<file path="src/softmc_pkg.sv">
`default_nettype none

package softmc_pkg;

  // ********************
  // Widths
  // ********************
  localparam int instr_w = 32;
  localparam int data_w  = 64;
  localparam int row_w   = 17;
  localparam int bank_w  = 3;
  localparam int wait_w  = 16;

  // Cycles from read command on the pins to valid dq_in
  localparam int read_latency = 6;

  // ********************
  // Queue depths
  // ********************
  localparam int iq_depth = 16;
  localparam int rq_depth = 8;

  // Occupancy width of the readback queue, 0..rq_depth
  localparam int rq_cnt_w = $clog2(rq_depth + 1);

  // Instruction opcodes, top nibble of the instruction word
  typedef enum logic [3:0] {
    op_nop    = 4'd0,
    op_busdir = 4'd1,
    op_wait   = 4'd4,
    op_ddr    = 4'd8
  } opcode_e;

  // Instruction word layout
  // Wait count sits in the low wait_w bits, bus direction in bit 0
  typedef struct packed {
    opcode_e                             opcode;
    logic                                ras_n;
    logic                                cas_n;
    logic                                we_n;
    logic [bank_w-1:0]                   bank;
    logic [instr_w-4-3-bank_w-row_w-1:0] rsvd;
    logic [row_w-1:0]                    addr;
  } instr_t;

  // Command pins as driven toward the DRAM
  typedef struct packed {
    logic              cs_n;
    logic              ras_n;
    logic              cas_n;
    logic              we_n;
    logic [bank_w-1:0] ba;
    logic [row_w-1:0]  addr;
  } ddr_cmd_t;

  // Deselect, all strobes high
  localparam ddr_cmd_t ddr_cmd_idle = '{
    cs_n:  1'b1,
    ras_n: 1'b1,
    cas_n: 1'b1,
    we_n:  1'b1,
    ba:    '0,
    addr:  '0
  };

endpackage

`default_nettype wire

</file>
<file path="src/sync_fifo.sv">
`timescale 1ns/1ps
`default_nettype none

module sync_fifo #(
  parameter int width = 32,
  parameter int depth = 16
) (
  input  wire                         clk,
  input  wire                         rst,
  input  wire                         in_valid,
  output logic                        in_ready,
  input  wire  [width-1:0]            in_data,
  output logic                        out_valid,
  input  wire                         out_ready,
  output logic [width-1:0]            out_data,
  output logic [$clog2(depth+1)-1:0]  count
);

  localparam int ptr_w = (depth > 1) ? $clog2(depth) : 1;
  localparam int cnt_w = $clog2(depth + 1);

  logic [width-1:0] mem [depth];
  logic [ptr_w-1:0] wr_ptr;
  logic [ptr_w-1:0] rd_ptr;
  logic [cnt_w-1:0] count_next;
  logic             push;
  logic             pop;

  assign push     = in_valid && in_ready;
  assign pop      = out_valid && out_ready;
  assign out_data = mem[rd_ptr];

  always_comb begin
    count_next = count;
    if (push && !pop) begin
      count_next = count + 1'b1;
    end else if (pop && !push) begin
      count_next = count - 1'b1;
    end
  end

  always_ff @(posedge clk) begin
    if (push) begin
      mem[wr_ptr] <= in_data;
    end
  end

  // Flags are registered so both handshakes stay low through reset
  always_ff @(posedge clk) begin
    if (rst) begin
      wr_ptr    <= '0;
      rd_ptr    <= '0;
      count     <= '0;
      in_ready  <= 1'b0;
      out_valid <= 1'b0;
    end else begin
      if (push) begin
        wr_ptr <= (wr_ptr == ptr_w'(depth - 1)) ? '0 : wr_ptr + 1'b1;
      end
      if (pop) begin
        rd_ptr <= (rd_ptr == ptr_w'(depth - 1)) ? '0 : rd_ptr + 1'b1;
      end
      count     <= count_next;
      in_ready  <= count_next < depth;
      out_valid <= count_next != '0;
    end
  end

endmodule

`default_nettype wire

</file>
<file path="src/instr_sequencer.sv">
`timescale 1ns/1ps
`default_nettype none

module instr_sequencer (
  input  wire                   ddr3_ck_n_sdram,
  input  wire                   rst,
  input  wire                   instr_valid,
  output logic                  instr_ready,
  input  wire softmc_pkg::instr_t instr,
  input  wire                   read_room,
  output softmc_pkg::ddr_cmd_t  ddr_cmd,
  output logic                  read_issue
);

  logic [softmc_pkg::wait_w-1:0] wait_cnt;
  logic [softmc_pkg::wait_w-1:0] wait_next;
  logic                          read_mode;
  logic                          read_mode_next;
  logic                          is_read;
  logic                          read_stall;
  logic                          pop;
  softmc_pkg::ddr_cmd_t          cmd_next;
  logic                          issue_next;

  // ********************
  // Pop control
  // ********************

  // Read class is CAS low with RAS and WE high
  assign is_read = instr_valid
                   && (instr.opcode == softmc_pkg::op_ddr)
                   && !instr.cas_n && instr.ras_n && instr.we_n;

  // Hold a read until the capture side has a slot for its word
  assign read_stall = read_mode && is_read && !read_room;

  assign instr_ready = (wait_cnt == '0) && !read_stall;
  assign pop         = instr_valid && instr_ready;

  // ********************
  // Decode
  // ********************
  always_comb begin
    cmd_next       = softmc_pkg::ddr_cmd_idle;
    issue_next     = 1'b0;
    read_mode_next = read_mode;
    wait_next      = wait_cnt;

    // Count down idle cycles of a running wait
    if (wait_cnt != '0) begin
      wait_next = wait_cnt - 1'b1;
    end

    if (pop) begin
      case (instr.opcode)
        softmc_pkg::op_nop: begin
          cmd_next = softmc_pkg::ddr_cmd_idle;
        end
        softmc_pkg::op_busdir: begin
          read_mode_next = instr.addr[0];
        end
        softmc_pkg::op_wait: begin
          wait_next = instr.addr[softmc_pkg::wait_w-1:0];
        end
        softmc_pkg::op_ddr: begin
          cmd_next.cs_n  = 1'b0;
          cmd_next.ras_n = instr.ras_n;
          cmd_next.cas_n = instr.cas_n;
          cmd_next.we_n  = instr.we_n;
          cmd_next.ba    = instr.bank;
          cmd_next.addr  = instr.addr;
          // Only reads on a bus in read mode return data
          issue_next     = is_read && read_mode;
        end
        default: begin
          cmd_next = softmc_pkg::ddr_cmd_idle;
        end
      endcase
    end
  end

  // Registered command pins, idle unless a command was popped
  always_ff @(posedge ddr3_ck_n_sdram) begin
    if (rst) begin
      ddr_cmd    <= softmc_pkg::ddr_cmd_idle;
      read_issue <= 1'b0;
      read_mode  <= 1'b0;
      wait_cnt   <= '0;
    end else begin
      ddr_cmd    <= cmd_next;
      read_issue <= issue_next;
      read_mode  <= read_mode_next;
      wait_cnt   <= wait_next;
    end
  end

endmodule

`default_nettype wire

</file>
<file path="src/read_capture.sv">
`timescale 1ns/1ps
`default_nettype none

module read_capture (
  input  wire                                ddr3_ck_n_sdram,
  input  wire                                rst,
  input  wire                                read_issue,
  input  wire  [softmc_pkg::data_w-1:0]      dq_in,
  input  wire  [softmc_pkg::rq_cnt_w-1:0]    rq_count,
  output logic                               read_room,
  output logic                               cap_valid,
  output logic [softmc_pkg::data_w-1:0]      cap_data
);

  logic [softmc_pkg::read_latency-2:0] flag_pipe;
  logic [softmc_pkg::read_latency-1:0] flags;
  logic [softmc_pkg::rq_cnt_w-1:0]     in_flight;
  logic [softmc_pkg::rq_cnt_w:0]       pending;

  // Stage 0 is the read on the pins this cycle
  assign flags = {flag_pipe, read_issue};

  // Reads on the pins, in the delay line or captured, plus queued words
  assign pending   = in_flight + rq_count + read_issue;
  assign read_room = pending < softmc_pkg::rq_depth;

  // ********************
  // Latency tracking
  // ********************
  always_ff @(posedge ddr3_ck_n_sdram) begin
    if (rst) begin
      flag_pipe <= '0;
      in_flight <= '0;
    end else begin
      flag_pipe <= flags[softmc_pkg::read_latency-2:0];
      case ({read_issue, cap_valid})
        2'b10:   in_flight <= in_flight + 1'b1;
        2'b01:   in_flight <= in_flight - 1'b1;
        default: in_flight <= in_flight;
      endcase
    end
  end

  // Sample on the edge the last flag is seen
  always_ff @(posedge ddr3_ck_n_sdram) begin
    if (rst) begin
      cap_valid <= 1'b0;
    end else begin
      cap_valid <= flags[softmc_pkg::read_latency-1];
    end
  end

  always_ff @(posedge ddr3_ck_n_sdram) begin
    if (flags[softmc_pkg::read_latency-1]) begin
      cap_data <= dq_in;
    end
  end

endmodule

`default_nettype wire

</file>
<file path="src/softmc_top.sv">
`timescale 1ns/1ps
`default_nettype none

module softmc_top (
  input  wire                            ddr3_ck_n_sdram,
  input  wire                            rst,
  input  wire                            app_valid,
  output logic                           app_ready,
  input  wire softmc_pkg::instr_t        app_instr,
  output softmc_pkg::ddr_cmd_t           ddr_cmd,
  input  wire  [softmc_pkg::data_w-1:0]  dq_in,
  output logic                           rdback_valid,
  input  wire                            rdback_ready,
  output logic [softmc_pkg::data_w-1:0]  rdback_data
);

  logic                              iq_valid;
  logic                              iq_ready;
  softmc_pkg::instr_t                iq_instr;
  logic                              read_room;
  logic                              read_issue;
  logic                              cap_valid;
  logic [softmc_pkg::data_w-1:0]     cap_data;
  logic [softmc_pkg::rq_cnt_w-1:0]   rq_count;

  // ********************
  // Instruction path
  // ********************
  sync_fifo #(
    .width (softmc_pkg::instr_w),
    .depth (softmc_pkg::iq_depth)
  ) u_instr_queue (
    .clk       (ddr3_ck_n_sdram),
    .rst       (rst),
    .in_valid  (app_valid),
    .in_ready  (app_ready),
    .in_data   (app_instr),
    .out_valid (iq_valid),
    .out_ready (iq_ready),
    .out_data  (iq_instr),
    .count     ()
  );

  instr_sequencer u_instr_sequencer (
    .ddr3_ck_n_sdram (ddr3_ck_n_sdram),
    .rst             (rst),
    .instr_valid     (iq_valid),
    .instr_ready     (iq_ready),
    .instr           (iq_instr),
    .read_room       (read_room),
    .ddr_cmd         (ddr_cmd),
    .read_issue      (read_issue)
  );

  // ********************
  // Readback path
  // ********************
  read_capture u_read_capture (
    .ddr3_ck_n_sdram (ddr3_ck_n_sdram),
    .rst             (rst),
    .read_issue      (read_issue),
    .dq_in           (dq_in),
    .rq_count        (rq_count),
    .read_room       (read_room),
    .cap_valid       (cap_valid),
    .cap_data        (cap_data)
  );

  // Room accounting keeps this queue from ever refusing a capture
  sync_fifo #(
    .width (softmc_pkg::data_w),
    .depth (softmc_pkg::rq_depth)
  ) u_rdback_queue (
    .clk       (ddr3_ck_n_sdram),
    .rst       (rst),
    .in_valid  (cap_valid),
    .in_ready  (),
    .in_data   (cap_data),
    .out_valid (rdback_valid),
    .out_ready (rdback_ready),
    .out_data  (rdback_data),
    .count     (rq_count)
  );

endmodule

`default_nettype wire

</file>
<file path="config.mk">
export PLATFORM = sky130hd
export DESIGN_NAME = softmc_top
export DESIGN_NICKNAME = d
export VERILOG_FILES = /design/src/softmc_pkg.sv /design/src/sync_fifo.sv /design/src/instr_sequencer.sv /design/src/read_capture.sv /design/src/softmc_top.sv
export SDC_FILE = /design/constraint.sdc
export NUM_CORES = 1
export LEC_CHECK = 0
export ABC_AREA = 1
export BUFFER_PORTS_ARGS = -buffer_cell sky130_fd_sc_hd__clkbuf_2
export CAP_MARGIN = 20
export CELL_PAD_IN_SITES_DETAIL_PLACEMENT = 1
export CELL_PAD_IN_SITES_GLOBAL_PLACEMENT = 2
export CORE_MARGIN = 3
export CORE_UTILIZATION = 43
export DETAILED_ROUTE_END_ITERATION = 10
export PLACE_DENSITY = 0.87
export RECOVER_POWER = 100
export SLEW_MARGIN = 20
export SYNTH_ARGS = -nofsm -noshare
export SYNTH_HDL_FRONTEND = slang
export SYNTH_SLANG_ARGS = --single-unit
</file>
<file path="constraint.sdc">
create_clock -name ddr3_ck_n_sdram -period 5.85 [get_ports ddr3_ck_n_sdram]
set_clock_uncertainty 0.2 [all_clocks]
set_input_delay 0.2925 -clock ddr3_ck_n_sdram [delete_from_list [all_inputs] [get_ports ddr3_ck_n_sdram]]
set_output_delay 0.2925 -clock ddr3_ck_n_sdram [all_outputs]
set_load 0.05 [all_outputs]
</file>
==> flow_summary.json <==
{
  "outcome": "finished with violations",
  "violations": "max-capacitance violations, max-slew violations",
  "top_layer_used": "met4",
  "cts_root_buf": "clkbuf_16",
  "yosysWarnings": 0,
  "min_from": "rst",
  "grt_max_degree": 179,
  "wl_met3_um": 6390,
  "via_count": 27300,
  "worstMarginPinSlew_ns": 3.07,
  "yosysTopAreaCell": "edfxtp_1",
  "drt_iter0_markers": 2400,
  "min_to": "u_instr_queue.count[0]$_SDFF_PP0_",
  "grt_pass1_wl_um": 173000,
  "drc": 0,
  "clk_pin_slew_ns": 0.06,
  "grt_pass1_vias": 28700,
  "cp.arrival_ns": 4.41,
  "gr-total-overflow": 0,
  "rsz0062_at_grt": "false",
  "via_per_inst": 5.59,
  "min_delay_path_depth": 2,
  "crit_path_start_kind": "flip-flop",
  "synthesis.area_um2": 42100,
  "setup_tns_ns": 0,
  "fin_crit_sh_pct": 83.8,
  "met2_length_um": 58000,
  "chipHeight_um": 319,
  "setup.worst_path.end_class": "output port",
  "synth_top_area_share_pct": 71.9,
  "async_flop_share_pct": 0,
  "maxCapViolCount": 35,
  "die_area_um2": 102000,
  "fin_nets": 3632,
  "hold_viol": 0,
  "dp_slack_ns": 1.74,
  "total_power_mw": 19.1,
  "final_area_um2": 48600,
  "start_util_pct": 43.5,
  "multi_input_area_um2": 8940,
  "setup_viol": 0,
  "post_cts_buffers": 0,
  "dp_cells": 4578,
  "avgSynthCellArea_um2": 12.9,
  "gp_congestion": 0.747,
  "area_growth_pct": 15.4,
  "synth.most_common_cell": "edfxtp_1",
  "cts_made_buffers": 112,
  "wl_met1_um": 46700,
  "power.density_nw_per_um2": 394,
  "slew_headroom_pct": -105,
  "fin_ws_ns": 0.948,
  "first_pass_iters": 5,
  "synth_area_leaders": "edfxtp_1 (72%), nor2_1 (6.3%), o21ai_0 (5.4%)",
  "clk_latency_ns": 0.70,
  "antenna_found_initial": 7,
  "timing.hold.ws_ns": 0.00647,
  "rr_endpoint": "u_rdback_queue.mem[6][60]$_DFFE_PP_",
  "cts_tree": "done",
  "clock-sinks": 1094,
  "post_dp_cell_area_um2": 44500,
  "ys_seq_elements": 1094,
  "hpwl_um": 61400,
  "max_freq_ghz": 0.204,
  "wire_per_inst_um": 23.5,
  "drt-total-wl_um": 115000,
  "ir_drop_mv": 0.274,
  "final_antenna_net_count": 0,
  "ys_types": 43,
  "fillers": 9804,
  "syn-num-nets": 3380,
  "rows": 114,
  "htree_levels": 3,
  "core-area_um2": 96900,
  "synth_enable_flop_cells": 1008,
  "drv_slew": 928,
  "seq_area_um2": 32000,
  "port_buffers": 184,
  "worst_ep_required_time_ns": 5.36,
  "grt_usage_pct": 22.2,
  "synth_commonest_cells": "edfxtp_1 (1008), nor2_1 (712), o21ai_0 (456), nand2_1 (220), clkbuf_1 (159)",
  "drive_gt1_share_pct": 7.38,
  "min_period_ns": 4.90,
  "ys_seq_area_share_pct": 76.0,
  "clk_path_buf_depth": 3,
  "leakagePower_nw": 16.3,
  "io_pins": 190,
  "fin_cells": 4883,
  "criticalPathCategory": "reg2out",
  "die_w_um": 319,
  "cp_max_fo": 74,
  "reg2reg_setup_slack_ns": 1.02,
  "final_util_pct": 50.2,
  "synth_cells": 3258,
  "hold_class": "in2reg",
  "r2r-start": "u_read_capture.cap_valid$_SDFF_PP0_",
  "reg2reg_depth": 3,
  "synth_ff_type": "edfxtp_1"
}
final cells by class:
type | count | share of cell area, %
timing repair buffer | 332 | 4.27
clock buffer | 149 | 6.14
sequential | 1094 | 65.9
antenna | 3 | 0.0155
tap | 1276 | 3.29
clock inverter | 59 | 1.12
multi-input combinational | 1858 | 18.4
inverter | 112 | 0.891
worst max path at each step:
stage                                             start                                        to  slack (ns)
finish                                        flip-flop                           rdback_data[38]        0.95
global route                                  flip-flop                           rdback_data[19]        0.67
CTS                                           flip-flop                            rdback_data[4]        1.52
detailed placement                            flip-flop  u_instr_sequencer.ddr_cmd[15]$_SDFF_PP0_        1.74
global placement                              flip-flop  u_instr_sequencer.ddr_cmd[15]$_SDFF_PP0_        1.79
floorplan           u_read_capture.cap_valid$_SDFF_PP0_        u_rdback_queue.mem[1][0]$_DFFE_PP_        1.78
cells in the final DEF (no fill, tap or decap), types with 2 or more instances in the layout:
cell and instances:
nand2_1 222, o211ai_1 24, dfxtp_1 82, o221ai_1 60, xnor2_1 2, a211oi_1 3
nor4_1 2, nor2_1 704, a31oi_1 69, inv_2 3, dfxtp_4 2, diode_2 3
o21ai_1 2, a21oi_1 42, clkbuf_16 112, buf_4 20, edfxtp_1 1008, dfxtp_2 2
clkinv_2 22, inv_6 5, o22ai_1 84, dlygate4sd3_1 93, nor3_1 13, bufinv_16 7
inv_1 103, buf_12 4, xor2_1 8, nand4_1 6, ha_1 21, o21ai_0 456
clkbuf_2 64, nand3_1 118, clkbuf_8 4, a311oi_1 2, nor2_4 8, clkinv_4 3
clkinv_1 23, clkbuf_1 183, clkinv_16 2
power by group:
group	switching [mW]	leakage, nW	internal, mW	total, mW
logic	2.70	4.78	0.855	3.55
clock network	2.98	1.73	3.90	6.88
registers	0.107	9.77	8.58	8.69
total	5.78	16.3	13.3	19.1
critical path: stages (launching register included):
cell and delay [ns]:
dfxtp_4 0.49, inv_4 0.72, clkbuf_2 1.10, o21ai_0 0.32
o22ai_1 0.24, nor2_1 0.06, a31oi_1 0.24, clkbuf_1 0.50
state kept, by name, summed over array words and instances (netlist names), named ones only:
register and cells:
u_rdback_queue.mem 512, u_instr_queue.mem 432, u_instr_queue.count 5, u_read_capture.in_flight 4, u_read_capture.cap_data 64, u_rdback_queue.out_valid 1, u_instr_queue.in_ready 1, u_rdback_queue.wr_ptr 3
u_instr_sequencer.ddr_cmd 24, u_rdback_queue.in_ready 1, u_instr_queue.out_valid 1, u_instr_sequencer.read_issue 1, u_rdback_queue.rd_ptr 3, u_instr_sequencer.read_mode 1, u_read_capture.flag_pipe 5, u_rdback_queue.count 4
u_instr_queue.wr_ptr 4, u_instr_sequencer.wait_cnt 16, u_read_capture.cap_valid 1, u_instr_queue.rd_ptr 4
per-layer routing:
metal,track usage [%],vias to the layer above
met5,0,-
li1,-,12400
met2,38.9,806
met3,3.25,197
met4,8.34,0
met1,28.0,14000
kinds of logic after synthesis:
family                     count (synthesis)  share of synthesized area [%]
buffers and inverters                    306                           2.85
DFF                                     1094                           76.0
muxes                                      1                         0.0268
and+or+nand+nor                         1078                           10.1
adders and majority gates                 22                          0.672
AOI/OAI and AO/OA                        747                           10.1
xor gates and xnor gates                  10                          0.208
repair_timing:
| action | in CTS | in global routing |
|---|---|---|
| resized for setup | 0 | 0 |
| endpoints found under the hold margin | 503 | 0 |
| hold buffers | 93 | 0 |
Power figures use the tool's default switching activity.
